<file path="config.mk">
export PLATFORM = sky130hd
export DESIGN_NAME = wcache_top
export DESIGN_NICKNAME = d
export VERILOG_FILES = /design/src/wcache_pkg.sv /design/src/wcache_ctrl.sv /design/src/wcache_port_arb.sv /design/src/wcache_weight_store.sv /design/src/wcache_rsp_return.sv /design/src/wcache_top.sv
export VERILOG_INCLUDE_DIRS = /design/src
export SDC_FILE = /design/constraint.sdc
export NUM_CORES = 1
export LEC_CHECK = 0
export BUFFER_PORTS_ARGS = -buffer_cell sky130_fd_sc_hd__buf_2
export CAP_MARGIN = 40
export CORE_MARGIN = 2
export CORE_UTILIZATION = 55
export CTS_CLUSTER_SIZE = 10
export DETAILED_ROUTE_END_ITERATION = 7
export PLACE_DENSITY_LB_ADDON = 0.1
export SLEW_MARGIN = 10
export SYNTH_ARGS = -nofsm -noshare
export SYNTH_HDL_FRONTEND = slang
export SYNTH_SLANG_ARGS = --single-unit
export TNS_END_PERCENT = 5
</file>
<file path="constraint.sdc">
create_clock -name clk -period 15.2 [get_ports clk]
set_input_delay 0.76 -clock clk [delete_from_list [all_inputs] [get_ports clk]]
set_output_delay 0.76 -clock clk [all_outputs]
set_load 0.03 [all_outputs]
</file>
<file path="src/wcache_defines.svh">
// Weight cache sizing constants shared by RTL and testbench
`ifndef WCACHE_DEFINES_SVH
`define WCACHE_DEFINES_SVH

// ====================
// Port side
// ====================
`define WCACHE_PORTS    4    // PE ports
`define WCACHE_PORT_W   2    // Port index width

// ====================
// Weight RAM side
// ====================
`define WCACHE_ADDR_W   13
`define WCACHE_DATA_W   8

// ====================
// Cache table
// ====================
`define WCACHE_ENTRIES  8    // Fully associative entries
`define WCACHE_ENTRY_W  3    // Entry index width

`endif

</file>
<file path="src/wcache_pkg.sv">
// Weight cache package with FSM state, mode opcode and width types
`default_nettype none

`include "wcache_defines.svh"

package wcache_pkg;

    // Control FSM
    typedef enum logic [1:0] {
        IDLE = 2'd0,
        CFG  = 2'd1,
        WORK = 2'd2
    } wcache_state_e;

    // Configuration opcode
    typedef enum logic {
        MODE_BYPASS = 1'b0,  // Every request reads the RAM
        MODE_CACHE  = 1'b1   // Repeated addresses served from the table
    } wcache_mode_e;

    typedef logic [`WCACHE_ADDR_W-1:0] addr_t;
    typedef logic [`WCACHE_DATA_W-1:0] data_t;
    typedef logic [`WCACHE_PORT_W-1:0] port_id_t;

endpackage

`default_nettype wire

</file>
<file path="src/wcache_ctrl.sv">
// Weight cache control FSM holding the configured mode
`default_nettype none

`include "wcache_defines.svh"

module wcache_ctrl
    import wcache_pkg::*;
(
    input  logic         clk,
    input  logic         rst_n,
    input  logic         cfg_valid,
    input  wcache_mode_e cfg_mode,
    output logic         cfg_ready,
    output logic         working,
    output wcache_mode_e mode
);

    wcache_state_e state;
    wcache_state_e next_state;

    // ====================
    // State machine
    // ====================
    always_comb begin
        next_state = state;
        case (state)
            IDLE:    if (cfg_valid) next_state = CFG;
            CFG:     next_state = WORK;           // One settling cycle
            WORK:    if (cfg_valid) next_state = IDLE;
            default: next_state = IDLE;
        endcase
    end

    always_ff @(posedge clk or negedge rst_n) begin
        if (!rst_n) begin
            state <= IDLE;
        end else begin
            state <= next_state;
        end
    end

    // Mode is taken at the configuration transfer only
    always_ff @(posedge clk or negedge rst_n) begin
        if (!rst_n) begin
            mode <= MODE_BYPASS;
        end else if (cfg_valid && cfg_ready) begin
            mode <= cfg_mode;
        end
    end

    assign cfg_ready = (state == IDLE);
    assign working   = (state == WORK);

endmodule

`default_nettype wire

</file>
<file path="src/wcache_port_arb.sv">
// Port acceptance and round-robin arbitration of misses onto the RAM address channel
`default_nettype none

`include "wcache_defines.svh"

module wcache_port_arb
    import wcache_pkg::*;
(
    input  logic                        clk,
    input  logic                        rst_n,
    input  logic                        working,
    input  wcache_mode_e                mode,
    input  logic [`WCACHE_PORTS-1:0]    req_valid,
    input  logic [`WCACHE_PORTS-1:0]    req_last,
    input  addr_t [`WCACHE_PORTS-1:0]   req_addr,
    input  logic [`WCACHE_PORTS-1:0]    hit,
    input  logic [`WCACHE_PORTS-1:0]    rsp_done,
    output logic [`WCACHE_PORTS-1:0]    req_ready,
    output logic [`WCACHE_PORTS-1:0]    hit_push,
    output logic                        wram_addr_valid,
    input  logic                        wram_addr_ready,
    output addr_t                       wram_addr,
    output logic                        issue_valid,
    output port_id_t                    issue_port,
    output logic                        issue_last
);

    logic [`WCACHE_PORTS-1:0] busy;       // One outstanding request per port
    logic [`WCACHE_PORTS-1:0] eff_hit;
    logic [`WCACHE_PORTS-1:0] miss_req;
    port_id_t                 rr_ptr;
    port_id_t                 grant;
    logic                     rr_found;
    port_id_t                 rr_port;
    logic                     lock_valid;  // Address offered but not yet taken
    port_id_t                 lock_port;

    // ====================
    // Hit / miss split
    // ====================
    // A port already offered to the RAM stays a miss even if a fill makes it hit
    always_comb begin
        for (int p = 0; p < `WCACHE_PORTS; p++) begin
            eff_hit[p]  = hit[p] && (mode == MODE_CACHE) &&
                          !(lock_valid && lock_port == port_id_t'(p));
            hit_push[p] = working && req_valid[p] && !busy[p] && eff_hit[p];
            miss_req[p] = working && req_valid[p] && !busy[p] && !eff_hit[p];
        end
    end

    // Round-robin search starting at rr_ptr
    always_comb begin
        port_id_t cand;
        rr_found = 1'b0;
        rr_port  = rr_ptr;
        for (int i = 0; i < `WCACHE_PORTS; i++) begin
            cand = port_id_t'(rr_ptr + i);
            if (!rr_found && miss_req[cand]) begin
                rr_found = 1'b1;
                rr_port  = cand;
            end
        end
    end

    assign grant           = lock_valid ? lock_port : rr_port;
    assign wram_addr_valid = lock_valid ? miss_req[lock_port] : rr_found;
    assign wram_addr       = req_addr[grant];

    assign issue_valid = wram_addr_valid && wram_addr_ready;  // RAM took it
    assign issue_port  = grant;
    assign issue_last  = req_last[grant];

    always_comb begin
        for (int p = 0; p < `WCACHE_PORTS; p++) begin
            req_ready[p] = hit_push[p] || (issue_valid && grant == port_id_t'(p));
        end
    end

    // ====================
    // Registers
    // ====================
    always_ff @(posedge clk or negedge rst_n) begin
        if (!rst_n) begin
            busy <= '0;
        end else if (!working) begin
            busy <= '0;
        end else begin
            for (int p = 0; p < `WCACHE_PORTS; p++) begin
                if (req_valid[p] && req_ready[p]) begin
                    busy[p] <= 1'b1;
                end else if (rsp_done[p]) begin
                    busy[p] <= 1'b0;
                end
            end
        end
    end

    always_ff @(posedge clk or negedge rst_n) begin
        if (!rst_n) begin
            rr_ptr     <= '0;
            lock_valid <= 1'b0;
            lock_port  <= '0;
        end else begin
            if (issue_valid) rr_ptr <= grant + 1'b1;  // Move past the winner
            lock_valid <= wram_addr_valid && !wram_addr_ready;
            if (wram_addr_valid) lock_port <= grant;
        end
    end

endmodule

`default_nettype wire

</file>
<file path="src/wcache_weight_store.sv">
// Fully associative weight table with per-port lookup and round-robin fill
`default_nettype none

`include "wcache_defines.svh"

module wcache_weight_store
    import wcache_pkg::*;
(
    input  logic                        clk,
    input  logic                        rst_n,
    input  logic                        working,
    input  wcache_mode_e                mode,
    input  addr_t [`WCACHE_PORTS-1:0]   req_addr,
    output logic [`WCACHE_PORTS-1:0]    hit,
    output data_t [`WCACHE_PORTS-1:0]   hit_data,
    input  logic                        fill_valid,
    input  addr_t                       fill_addr,
    input  data_t                       fill_data
);

    typedef logic [`WCACHE_ENTRY_W-1:0] entry_t;

    localparam int LAST_ENTRY = `WCACHE_ENTRIES - 1;

    addr_t                      tag  [`WCACHE_ENTRIES];
    data_t                      data [`WCACHE_ENTRIES];
    logic [`WCACHE_ENTRIES-1:0] valid;
    entry_t                     fill_ptr;    // Oldest entry, next to be replaced
    logic                       lookup_en;
    logic                       fill_present;
    logic                       fill_write;

    assign lookup_en = working && (mode == MODE_CACHE);

    // ====================
    // Lookup
    // ====================
    always_comb begin
        for (int p = 0; p < `WCACHE_PORTS; p++) begin
            hit[p]      = 1'b0;
            hit_data[p] = '0;
            for (int e = 0; e < `WCACHE_ENTRIES; e++) begin
                if (lookup_en && valid[e] && tag[e] == req_addr[p]) begin
                    hit[p]      = 1'b1;
                    hit_data[p] = data[e];
                end
            end
        end
    end

    // Skip fills for addresses already held
    always_comb begin
        fill_present = 1'b0;
        for (int e = 0; e < `WCACHE_ENTRIES; e++) begin
            if (valid[e] && tag[e] == fill_addr) fill_present = 1'b1;
        end
    end

    assign fill_write = fill_valid && lookup_en && !fill_present;

    // ====================
    // Fill
    // ====================
    always_ff @(posedge clk or negedge rst_n) begin
        if (!rst_n) begin
            valid    <= '0;
            fill_ptr <= '0;
        end else if (!working) begin
            valid    <= '0;                 // Flush
            fill_ptr <= '0;
        end else if (fill_write) begin
            valid[fill_ptr] <= 1'b1;
            if (fill_ptr == entry_t'(LAST_ENTRY)) begin
                fill_ptr <= '0;
            end else begin
                fill_ptr <= fill_ptr + 1'b1;
            end
        end
    end

    always_ff @(posedge clk) begin
        if (fill_write) begin
            tag[fill_ptr]  <= fill_addr;
            data[fill_ptr] <= fill_data;
        end
    end

endmodule

`default_nettype wire

</file>
<file path="src/wcache_rsp_return.sv">
// Response return path with in-flight port FIFO, hit registers and output steering
`default_nettype none

`include "wcache_defines.svh"

module wcache_rsp_return
    import wcache_pkg::*;
(
    input  logic                        clk,
    input  logic                        rst_n,
    input  logic                        working,
    input  logic [`WCACHE_PORTS-1:0]    hit_push,
    input  data_t [`WCACHE_PORTS-1:0]   hit_data,
    input  logic [`WCACHE_PORTS-1:0]    req_last,
    input  logic                        issue_valid,
    input  port_id_t                    issue_port,
    input  logic                        issue_last,
    input  logic                        wram_data_valid,
    output logic                        wram_data_ready,
    input  data_t                       wram_data,
    input  addr_t                       req_addr_issued,
    output logic [`WCACHE_PORTS-1:0]    rsp_valid,
    output logic [`WCACHE_PORTS-1:0]    rsp_last,
    output data_t [`WCACHE_PORTS-1:0]   rsp_data,
    input  logic [`WCACHE_PORTS-1:0]    rsp_ready,
    output logic [`WCACHE_PORTS-1:0]    rsp_done,
    output logic                        fill_valid,
    output addr_t                       fill_addr,
    output data_t                       fill_data
);

    // ====================
    // In-flight FIFO
    // ====================
    port_id_t                 fifo_port [`WCACHE_PORTS];
    logic                     fifo_last [`WCACHE_PORTS];
    addr_t                    fifo_addr [`WCACHE_PORTS];
    port_id_t                 wr_ptr;
    port_id_t                 rd_ptr;
    logic [`WCACHE_PORT_W:0]  count;     // Never exceeds the port count
    logic                     fifo_empty;
    port_id_t                 head_port;
    logic                     ram_pop;

    // Hit registers
    logic [`WCACHE_PORTS-1:0] hit_vld;
    logic [`WCACHE_PORTS-1:0] hit_lst;
    data_t                    hit_dat [`WCACHE_PORTS];

    assign fifo_empty      = (count == '0);
    assign head_port       = fifo_port[rd_ptr];
    assign wram_data_ready = !fifo_empty && rsp_ready[head_port];  // Stall RAM with the PE
    assign ram_pop         = wram_data_valid && wram_data_ready;

    always_ff @(posedge clk or negedge rst_n) begin
        if (!rst_n) begin
            wr_ptr <= '0;
            rd_ptr <= '0;
            count  <= '0;
        end else begin
            if (issue_valid) wr_ptr <= wr_ptr + 1'b1;
            if (ram_pop)     rd_ptr <= rd_ptr + 1'b1;
            case ({issue_valid, ram_pop})
                2'b10:   count <= count + 1'b1;
                2'b01:   count <= count - 1'b1;
                default: count <= count;
            endcase
        end
    end

    always_ff @(posedge clk) begin
        if (issue_valid) begin
            fifo_port[wr_ptr] <= issue_port;
            fifo_last[wr_ptr] <= issue_last;
            fifo_addr[wr_ptr] <= req_addr_issued;
        end
    end

    // ====================
    // Hit path
    // ====================
    always_ff @(posedge clk or negedge rst_n) begin
        if (!rst_n) begin
            hit_vld <= '0;
        end else begin
            for (int p = 0; p < `WCACHE_PORTS; p++) begin
                if (!working) begin
                    hit_vld[p] <= 1'b0;
                end else if (hit_push[p]) begin
                    hit_vld[p] <= 1'b1;
                end else if (rsp_ready[p]) begin
                    hit_vld[p] <= 1'b0;   // Taken, or nothing held
                end
            end
        end
    end

    always_ff @(posedge clk) begin
        for (int p = 0; p < `WCACHE_PORTS; p++) begin
            if (hit_push[p]) begin
                hit_dat[p] <= hit_data[p];
                hit_lst[p] <= req_last[p];
            end
        end
    end

    // Only one source can hold a port's outstanding item
    always_comb begin
        for (int p = 0; p < `WCACHE_PORTS; p++) begin
            if (hit_vld[p]) begin
                rsp_valid[p] = 1'b1;
                rsp_data[p]  = hit_dat[p];
                rsp_last[p]  = hit_lst[p];
            end else begin
                rsp_valid[p] = wram_data_valid && !fifo_empty &&
                               head_port == port_id_t'(p);
                rsp_data[p]  = wram_data;
                rsp_last[p]  = fifo_last[rd_ptr];
            end
            rsp_done[p] = rsp_valid[p] && rsp_ready[p];
        end
    end

    assign fill_valid = ram_pop;          // One pulse per RAM return
    assign fill_addr  = fifo_addr[rd_ptr];
    assign fill_data  = wram_data;

endmodule

`default_nettype wire

</file>
<file path="src/wcache_top.sv">
// Weight cache top level between PE ports and the weight RAM read channel
`default_nettype none

`include "wcache_defines.svh"

module wcache_top
    import wcache_pkg::*;
(
    input  logic                        clk,
    input  logic                        rst_n,
    // Configuration
    input  logic                        cfg_valid,
    output logic                        cfg_ready,
    input  wcache_mode_e                cfg_mode,
    // Port requests
    input  logic [`WCACHE_PORTS-1:0]    req_valid,
    output logic [`WCACHE_PORTS-1:0]    req_ready,
    input  addr_t [`WCACHE_PORTS-1:0]   req_addr,
    input  logic [`WCACHE_PORTS-1:0]    req_last,
    // Port responses
    output logic [`WCACHE_PORTS-1:0]    rsp_valid,
    input  logic [`WCACHE_PORTS-1:0]    rsp_ready,
    output data_t [`WCACHE_PORTS-1:0]   rsp_data,
    output logic [`WCACHE_PORTS-1:0]    rsp_last,
    // Weight RAM
    output logic                        wram_addr_valid,
    input  logic                        wram_addr_ready,
    output addr_t                       wram_addr,
    input  logic                        wram_data_valid,
    output logic                        wram_data_ready,
    input  data_t                       wram_data
);

    logic                     working;
    wcache_mode_e             mode;
    logic [`WCACHE_PORTS-1:0] hit;
    data_t [`WCACHE_PORTS-1:0] hit_data;
    logic [`WCACHE_PORTS-1:0] hit_push;
    logic [`WCACHE_PORTS-1:0] rsp_done;
    logic                     issue_valid;
    port_id_t                 issue_port;
    logic                     issue_last;
    logic                     fill_valid;
    addr_t                    fill_addr;
    data_t                    fill_data;

    wcache_ctrl u_ctrl (
        .clk(clk), .rst_n(rst_n),
        .cfg_valid(cfg_valid), .cfg_mode(cfg_mode), .cfg_ready(cfg_ready),
        .working(working), .mode(mode)
    );

    wcache_port_arb u_port_arb (
        .clk(clk), .rst_n(rst_n), .working(working), .mode(mode),
        .req_valid(req_valid), .req_last(req_last), .req_addr(req_addr),
        .hit(hit), .rsp_done(rsp_done), .req_ready(req_ready), .hit_push(hit_push),
        .wram_addr_valid(wram_addr_valid), .wram_addr_ready(wram_addr_ready),
        .wram_addr(wram_addr),
        .issue_valid(issue_valid), .issue_port(issue_port), .issue_last(issue_last)
    );

    wcache_weight_store u_store (
        .clk(clk), .rst_n(rst_n), .working(working), .mode(mode),
        .req_addr(req_addr), .hit(hit), .hit_data(hit_data),
        .fill_valid(fill_valid), .fill_addr(fill_addr), .fill_data(fill_data)
    );

    wcache_rsp_return u_rsp (
        .clk(clk), .rst_n(rst_n), .working(working),
        .hit_push(hit_push), .hit_data(hit_data), .req_last(req_last),
        .issue_valid(issue_valid), .issue_port(issue_port), .issue_last(issue_last),
        .wram_data_valid(wram_data_valid), .wram_data_ready(wram_data_ready),
        .wram_data(wram_data), .req_addr_issued(wram_addr),
        .rsp_valid(rsp_valid), .rsp_last(rsp_last), .rsp_data(rsp_data),
        .rsp_ready(rsp_ready), .rsp_done(rsp_done),
        .fill_valid(fill_valid), .fill_addr(fill_addr), .fill_data(fill_data)
    );

endmodule

`default_nettype wire

</file>
==> key figures, run 1 <==
Job
  – Max-cap check violation count: 0

Timing
  – Fin Clk Skew: around 0.017 ns
  – Unrepaired setup endpoints after global routing: no
  – Part of the cycle the worst path needs: 0.4296
  – Tmin final: 6.529 ns
  – Relative slew slack: 0.3200
  – Hold Fails Final Rpt: 0
  – Post-route setup TNS: 0 ns
  – Final Max Tran Viols: 0
  – Slew @ Worst Pin: ~1.0 ns
  – FMAX: 153.2 MHz
  – Setup Viol. Count Final: 0

Clock tree
  – Max Buffers Root-to-Sink: 3
  – Root Driver: clkbuf_16
  – Reg clk slew, reported paths: 0.06 ns
  – H-tree depth: 2
  – Clk_lat worst skew: ~0.56 ns
  – Total CTS buffers: 38
  – Setup repair bufs after CTS: 0
  – CTS resizes: 0
  – CTS tree: done
  – CTS Hold Bufs: 0
  – CTS Sinks: approximately 300

Power and ir drop
  – Internal power: 0.001978 W
  – Clock Power Share: 0.249
  – NetSw: between 0.001 and 0.0015 W
  – Flop pwr share: 0.352
  – Peak VDD IR: 0.2294 mV
  – Comb pwr share: 0.399
  – P_leak: about 8.6 nW
  – Pwr dens: 142.9 mW/mm^2
  – Total Power: 0.003294 W
  – Switching Share: 0.3995

Synth
  – Register area share after synthesis: 0.4143
  – Synthesized flop and latch total: 302
  – Most used flip-flop cell after synthesis: edfxtp_1
  – Synthesized netlist cell count: 1996
  – Ys async rst share: 0.1126
  – Netlist cell types: 73
  – Syn avg cell area: around 11 sq um
  – Syn Nets: around 2100
  – Post-synthesis cell area: about 0.021 sq mm
  – Synth warn: 0
  – EDFF count, synth: 268

Final layout
  – Number of diodes: 0
  – Filler Cell Count: 3250
  – Layout area overhead: 7.328%
  – Non-filler cells, final: between 2000 and 3000
  – Fin nets: 2079
  – Layout cells sized above 1: 0.1685

Route
  – Via density: 6.575
  – 1st-iter DRT viols: between 1500 and 2000
  – Via count: 16634
  – Drt total wl: 78530 um
  – Wirelength per Cell: 31.04 um
  – Post-route DRC: 0
  – ANT nets after route: 0
  – Pre-antenna DRT Iters: 5

Critical path
  – Worst Setup EP: wram_addr[4]
  – Critical path start-end classification: flop to output pin
  – CP bufs+invs: 3
  – CP required: 14.44 ns
  – Worst path arrival time: ~5.8 ns
  – Crit path max-delay family: simple AND/OR/NAND/NOR gates
  – Worst R2R Path Depth: 10
  – RR Startpoint: u_ctrl.mode
  – R2r endpoint: u_rsp.fifo_addr[2][4]
  – Reg2Reg Setup Slack: 9.86 ns
  – Crit path largest cell delay: 0.89 ns
  – Critical Path Fanout Max: 36
  – CP Launch Point: u_ctrl.mode
  – CP endpoint kind: output pin
  – CP Cell Sequence: nand4b_1, or3_1, nor4_2, buf_4, nor4_1, a21oi_1, nor3_1, a2111oi_2, a311oi_4, buf_4, mux2i_1, mux2i_1, buf_2
  – Worst path depth: 13
  – Critical-path top delay cell: nor4_1
  – CP startpoint kind: flop

Place
  – Routability Congestion: 1.034
  – Port bufs: 137
  – Dpl cells: around 2500
  – Post-DP HPWL: 54720 um

Outcome
  – Status: complete, no violations

Global route
  – Initial antenna violation count: 1
  – Vias in the first global route: about 16000
  – Largest net degree at the start of global routing: 37
  – Overflow after GRT: 0
  – GR Util All Layers: 0.3863
  – First-pass GRT wire length: 112900 um

Die
  – DIE AREA: just over 0.04 sq mm
  – Initial core utilization: 0.5571
  – Die Y: 201.6 um
  – # rows: 72
  – I/O Pins: approximately 140
  – Horiz. Die Dim: slightly above 200 um
  – Core footprint: 0.03856 sq mm

Hold path
  – Hold Path Class: input port to asynchronous set/reset pin
## cells in the mapped netlist, types with 24 or more instances
cell type | count | area share
a21oi_1 | 73 | 0.017
buf_2 | 128 | 0.030
buf_4 | 50 | 0.017
clkbuf_1 | 29 | 0.0051
dfrtp_1 | 34 | 0.040
edfxtp_1 | 268 | 0.37
inv_1 | 24 | 0.0042
mux2_2 | 70 | 0.037
mux2i_1 | 124 | 0.058
nand2_1 | 87 | 0.015
nand3_1 | 26 | 0.0061
nand4_1 | 87 | 0.025
nor2_1 | 94 | 0.016
nor3_1 | 60 | 0.014
nor4_1 | 82 | 0.024
o21ai_0 | 40 | 0.0093
xnor2_1 | 208 | 0.085
xor2_1 | 315 | 0.13
## area by class of cell
type,instances,area (sq um),area share
clock buffers,55,1025,0.04445
repair buffers,172,1016,0.04407
well taps,518,648.1,0.02811
inverters,24,90.09,0.003908
flip-flops and latches,302,8899,0.3860
clock inverters,8,68.82,0.002985
multi-input cells,1451,11310,0.4905
## worst min path at each step
stage                               to  cells after the start
detailed placement      u_rsp.count[2]                      1
global route        u_port_arb.busy[2]                      1
floorplan               u_rsp.count[2]                      1
global placement        u_rsp.count[2]                      1
finish              u_port_arb.busy[2]                      1
CTS                   u_store.valid[7]                      1
## per-stage QoR
step           cell area (sq um)  worst slack, ns  hold WS [ns]    util
2_1_floorplan              21480            9.930        0.4357       -
3_3_place_gp               21780            9.101        0.4490  0.5649
3_5_place_dp               21960            9.221        0.4632  0.5695
4_1_cts                    23050            8.857       0.03094  0.5979
5_1_grt                    23050            8.492       0.04134  0.5979
6_report                   23050            8.671       0.04727  0.5979
## per-layer routing
layer / global-route usage / routed length [um] / vias to the layer above
li1: - / - / 7087
met1: 0.5419 / 32280 / 8165
met3: 0.09297 / 8803 / 263
met5: 0.009524 / 50 / -
met2: 0.5639 / 33310 / 1117
met4: 0.1812 / 4087 / 2
## flip-flops by register name, indices dropped and copies added (netlist names), 3 cells and up
register / cells
u_rsp.fifo_port: 8
u_store.tag: 104
u_store.data: 64
u_rsp.fifo_addr: 52
u_rsp.hit_dat: 32
u_port_arb.busy: 4
u_store.fill_ptr: 3
u_rsp.count: 3
u_rsp.fifo_last: 4
u_rsp.hit_vld: 4
u_rsp.hit_lst: 4
u_store.valid: 8
## power groups by stage
stage / Combinational (W) / Clock, W / Sequential (W)
finish: 0.00131 / 0.000822 / 0.00116
CTS: 0.00129 / 0.000830 / 0.00116
floorplan: 0.000962 / 0 / 0.00112
global route: 0.00138 / 0.000864 / 0.00116
detailed placement: 0.00129 / 0 / 0.00117
global placement: 0.00125 / 0 / 0.00118
## cell families after synthesis
kind of cell | count (synthesis) | synth area share
fa+ha+maj | 12 | 0.007340
flops | 302 | 0.4143
compound gates | 186 | 0.05575
buf+inv | 243 | 0.06256
simple gates | 518 | 0.1335
mux | 212 | 0.1134
xor+xnor | 523 | 0.2133
## cell usage in the layout (no fill, tap or decap), types with 8 or more instances in the layout
cell type / Yosys / layout
xnor2_1: 208 / 208
nand3b_1: 10 / 10
o21a_1: 10 / 10
a21boi_0: 8 / 8
nor2_1: 94 / 93
mux2i_1: 124 / 124
a21oi_1: 73 / 73
nand4_1: 87 / 87
clkbuf_16: 0 / 38
nand2_1: 87 / 87
nor3_1: 60 / 57
buf_4: 50 / 23
dfrtp_1: 34 / 34
nand3_1: 26 / 26
nand2b_1: 8 / 8
xor2_1: 315 / 315
mux4_2: 18 / 18
o211ai_1: 8 / 8
mux2_2: 70 / 70
nor4_1: 82 / 79
and2_1: 10 / 10
buf_2: 128 / 138
clkbuf_1: 29 / 16
ha_1: 11 / 11
o21ai_0: 40 / 40
inv_1: 24 / 24
edfxtp_1: 268 / 268
buf_6: 11 / 8
No activity file was read; power rests on OpenSTA's default activity.
==> run 2: changes to the inputs <==
--- a/config.mk
+++ b/config.mk
@@ -6,6 +6,7 @@
 export SDC_FILE = /design/constraint.sdc
 export NUM_CORES = 1
 export LEC_CHECK = 0
+export ABC_AREA = 1
 export BUFFER_PORTS_ARGS = -buffer_cell sky130_fd_sc_hd__buf_2
 export CAP_MARGIN = 40
 export CORE_MARGIN = 2
==> constraint.sdc (replaced) <==
create_clock -name clk -period 5.85 [get_ports clk]
set_input_delay 0.2925 -clock clk [delete_from_list [all_inputs] [get_ports clk]]
set_output_delay 0.2925 -clock clk [all_outputs]
set_load 0.03 [all_outputs]
==> run 2 against run 1 <==
Effect of this change: register-to-register slack lost 9.0 ns; die area grew 2.7%; non-clock buffer count is 33 higher; largest power group unchanged; clock power grew to 2.7 times the previous value.
==> key figures, run 2 <==
Synth
  – Syn Nets: 3087 (was 2086)
  – Yosys top cell area share: 0.3645 (was 0.3747)
  – Syn avg cell area: 7.367 sq um (was 10.76 sq um)
  – Synthesized flop and latch total: 302 (unchanged)
  – Synthesized netlist cell count: 2997 (was 1996)
  – Most common cell in the netlist: nand2_1 (was xor2_1)
  – Post-synthesis cell area: 0.02208 sq mm (was 0.02148 sq mm)
  – Netlist cell types: 50 (was 73)
  – Most used flip-flop cell after synthesis: edfxtp_1 (unchanged)
  – Register area share after synthesis: 0.4030 (was 0.4143)
  – Commonest cells post-synth: nand2_1, edfxtp_1, inv_1, nor2_1, nand3_1 (was xor2_1, edfxtp_1, xnor2_1, buf_2, mux2i_1)
  – Synth warn: 0 (unchanged)
  – Cell accounting for the most synthesized area: edfxtp_1 (unchanged)
  – EDFF count, synth: 268 (unchanged)
  – Synth top area cells: edfxtp_1, nand2_1, xnor2_1 (was edfxtp_1, xor2_1, xnor2_1)
  – Ys async rst share: 0.1126 (unchanged)

Place
  – Dpl ws: 1.030 ns (was 9.221 ns)
  – Routability Congestion: 1.098 (was 1.034)
  – Port bufs: 137 (unchanged)
  – Post-DP HPWL: 76720 um (was 54720 um)

Critical path
  – CP required: 5.56 ns (was 14.44 ns)
  – Worst R2R Path Depth: 15 (was 10)
  – Worst path depth: 26 (was 13)
  – Crit path max-delay family: simple AND/OR/NAND/NOR gates (unchanged)
  – Crit path largest cell delay: 0.61 ns (was 0.89 ns)
  – Critical path start-end classification: flop to output pin (unchanged)
  – CP endpoint kind: output pin (unchanged)
  – CP bufs+invs: 4 (was 3)
  – Critical-path top delay cell: edfxtp_1 (was nor4_1)
  – CP most frequent cell: nand2_1
  – CP startpoint kind: flop (unchanged)
  – Critical Path Fanout Max: 17 (was 36)
  – Worst path arrival time: 5.37 ns (was 5.77 ns)

Clock tree
  – Max Buffers Root-to-Sink: 3 (unchanged)
  – Total CTS buffers: 38 (unchanged)
  – CTS Sinks: 302 (unchanged)
  – Reg clk slew, reported paths: 0.06 ns (about the same)
  – Root Driver: clkbuf_16 (unchanged)
  – CTS tree: done (unchanged)
  – H-tree depth: 2 (unchanged)
  – Clk_lat worst skew: 0.57 ns (was 0.56 ns)
  – Setup repair bufs after CTS: 0 (unchanged)

Final layout
  – Layout area overhead: 9.605% (was 7.328%)
  – Largest regs: u_store.tag (104), u_store.data (64), u_rsp.fifo_addr (52) (unchanged)
  – Number of flip-flops in the largest register: 104 (unchanged)
  – Most frequent cells in the layout: nand2_1, edfxtp_1, inv_1, nor2_1, nand3_1 (was xor2_1, edfxtp_1, xnor2_1, buf_2, mux2i_1)
  – Fin nets: 3161 (was 2079)
  – Commonest non-fill, non-tap cell in the layout: nand2_1 (was xor2_1)
  – Reg with most FFs: u_store.tag (unchanged)
  – Layout cells sized above 1: 0.09981 (was 0.1685)

Global route
  – Overflow after GRT: 0 (unchanged)
  – Initial antenna violation count: 7 (was 1)
  – M3 GR Usage: 0.1585 (was 0.09297)
  – Met1 Use GR: 0.6356 (was 0.5419)
  – GRT busiest layer: met2 (unchanged)
  – GR Util All Layers: 0.4688 (was 0.3863)
  – First-pass GRT wire length: 139400 um (was 112900 um)
  – Vias in the first global route: 20665 (was 16152)
  – Largest net degree at the start of global routing: 35 (was 37)
  – Met2 Track Usage GR: 0.6653 (was 0.5639)

Timing
  – Tmin final: about 5.7 ns
  – Setup Viol. Count Final: 0 (unchanged)
  – Part of the cycle the worst path needs: 0.9677
  – Fin Clk Skew: 0.01316 ns (was 0.01680 ns)
  – Hold Fails Final Rpt: 0 (unchanged)
  – Final Max Tran Viols: 0 (unchanged)
  – Setup ws final: 0.1889 ns (was 8.671 ns)
  – FMAX: 176.6 MHz
  – Relative slew slack: 0.4136 (was 0.3200)
  – Hold_ws: 0.03212 ns (was 0.04727 ns)
  – Slew @ Worst Pin: 0.8787 ns (was 1.011 ns)
  – Unrepaired setup endpoints after global routing: no (unchanged)
  – Post-route setup TNS: 0 ns (unchanged)

Route
  – Drt total wl: 98680 um (was 78530 um)
  – Post-route DRC: 0 (unchanged)
  – 1st-iter DRT viols: 3690 (was 1856)
  – Wirelength per Cell: 27.24 um (was 31.04 um)
  – Via count: 22604 (was 16634)
  – Via density: 6.239 (was 6.575)
  – ANT nets after route: 0 (unchanged)
  – Pre-antenna DRT Iters: 7 (was 5)

Power and ir drop
  – Pwr dens: 405.6 mW/mm^2 (was 142.9 mW/mm^2)
  – Peak VDD IR: 0.2582 mV (was 0.2294 mV)
  – P_leak: 10.60 nW (was 8.644 nW)

Die
  – # rows: 73 (was 72)
  – Initial core utilization: 0.5570 (was 0.5571)
  – I/O Pins: 138 (unchanged)
  – Horiz. Die Dim: 204.4 um (was 201.6 um)
  – DIE AREA: 0.04176 sq mm (was 0.04065 sq mm)
  – Die Y: 204.4 um (was 201.6 um)
  – Core footprint: 0.03964 sq mm (was 0.03856 sq mm)

Job
  – Max-cap check violation count: 0 (unchanged)

Outcome
  – Status: complete, no violations (unchanged)

Hold path
  – WHS Path Cells: 4
  – Hold Path Class: input port to flop (was input port to asynchronous set/reset pin)
run 2: area by class of cell:
type / instances / area (sq um)
Fill cell: 3548 / 15440
Multi-Input combinational cell: 2256 / 11240
Sequential cell: 302 / 8899
Timing Repair Buffer: 205 / 1252
Clock buffer: 55 / 1056
Inverter: 268 / 1006
Tap cell: 525 / 656.9
Clock inverter: 10 / 87.58
Antenna cell: 2 / 5.005
run 2: layer usage:
layer,vias up,routed length (um),part of all wire
li1,9896,-,-
met1,10478,37370,0.38
met2,1879,40340,0.41
met3,341,15120,0.15
met4,10,5789,0.059
met5,-,58,0.00059
run 2: worst register-to-register path, stage by stage, from the launching register on:
cell and delay [ns]:
dfrtp_1 0.48, clkinv_1 0.08, buf_4 0.26, nand3_1 0.13, nand2_2 0.23, clkinv_1 0.52, o22ai_1 0.35, nor2_1 0.07
nand4_1 0.18, nor3_1 0.08, nand3_1 0.12, nand3_1 0.09, a21oi_1 0.48, nand2_2 0.40, nor2_2 0.78, buf_4 0.41
run 2: power by group:
part	internal (W)	switching [W]	total [W]	leakage, nW
clock	0.00130	0.000940	0.00224	0.556
sequential	0.00295	0.000125	0.00307	2.82
combinational	0.00103	0.00348	0.00451	7.22
total	0.00527	0.00454	0.00981	10.6
run 2: final timing paths:
path / start / to / slack [ns]
max in group asynchronous: rst_n / u_store.fill_ptr[0] / 4.96
hold / removal: rsp_ready[0] / u_port_arb.busy[0] / 0.03
hold reg to reg: u_rsp.count[0] / u_rsp.count[0] / 0.48
setup reg to reg: u_rsp.rd_ptr[1] / u_store.tag[2][8] / 0.85
min in group asynchronous: rst_n / u_ctrl.state[1] / 0.35
setup / recovery: u_store.tag[2][1] / req_ready[3] / 0.19
run 2: stage by stage:
step	util	cell area [sq um]	power (W)	cells
2_1_floorplan	-	22080	0.005829	2997
3_3_place_gp	0.5767	22860	0.007292	3539
3_5_place_dp	0.5783	22920	0.007393	3544
4_1_cts	0.6102	24190	0.009604	3621
5_1_grt	0.6105	24200	0.01011	3623
6_report	0.6105	24200	0.009815	3623
run 2: cells by family (layout without fill, tap and decap cells):
kind of cell,count (synthesis),after routing,share of synthesized area
fa+ha+maj,12,12,0.007140
compound gates,385,385,0.1069
xor+xnor,240,240,0.09520
flops,302,302,0.4030
simple gates,1619,1619,0.2984
buf+inv,439,538,0.08936
other cells,0,2,0
run 2: timing repair:
action / 4_1_cts / 5_1_grt
hold endpoints to repair: 46 / 0
hold buffers: 12 / 0
resized for setup: 0 / 2
endpoints found under the setup margin: 0 / 9
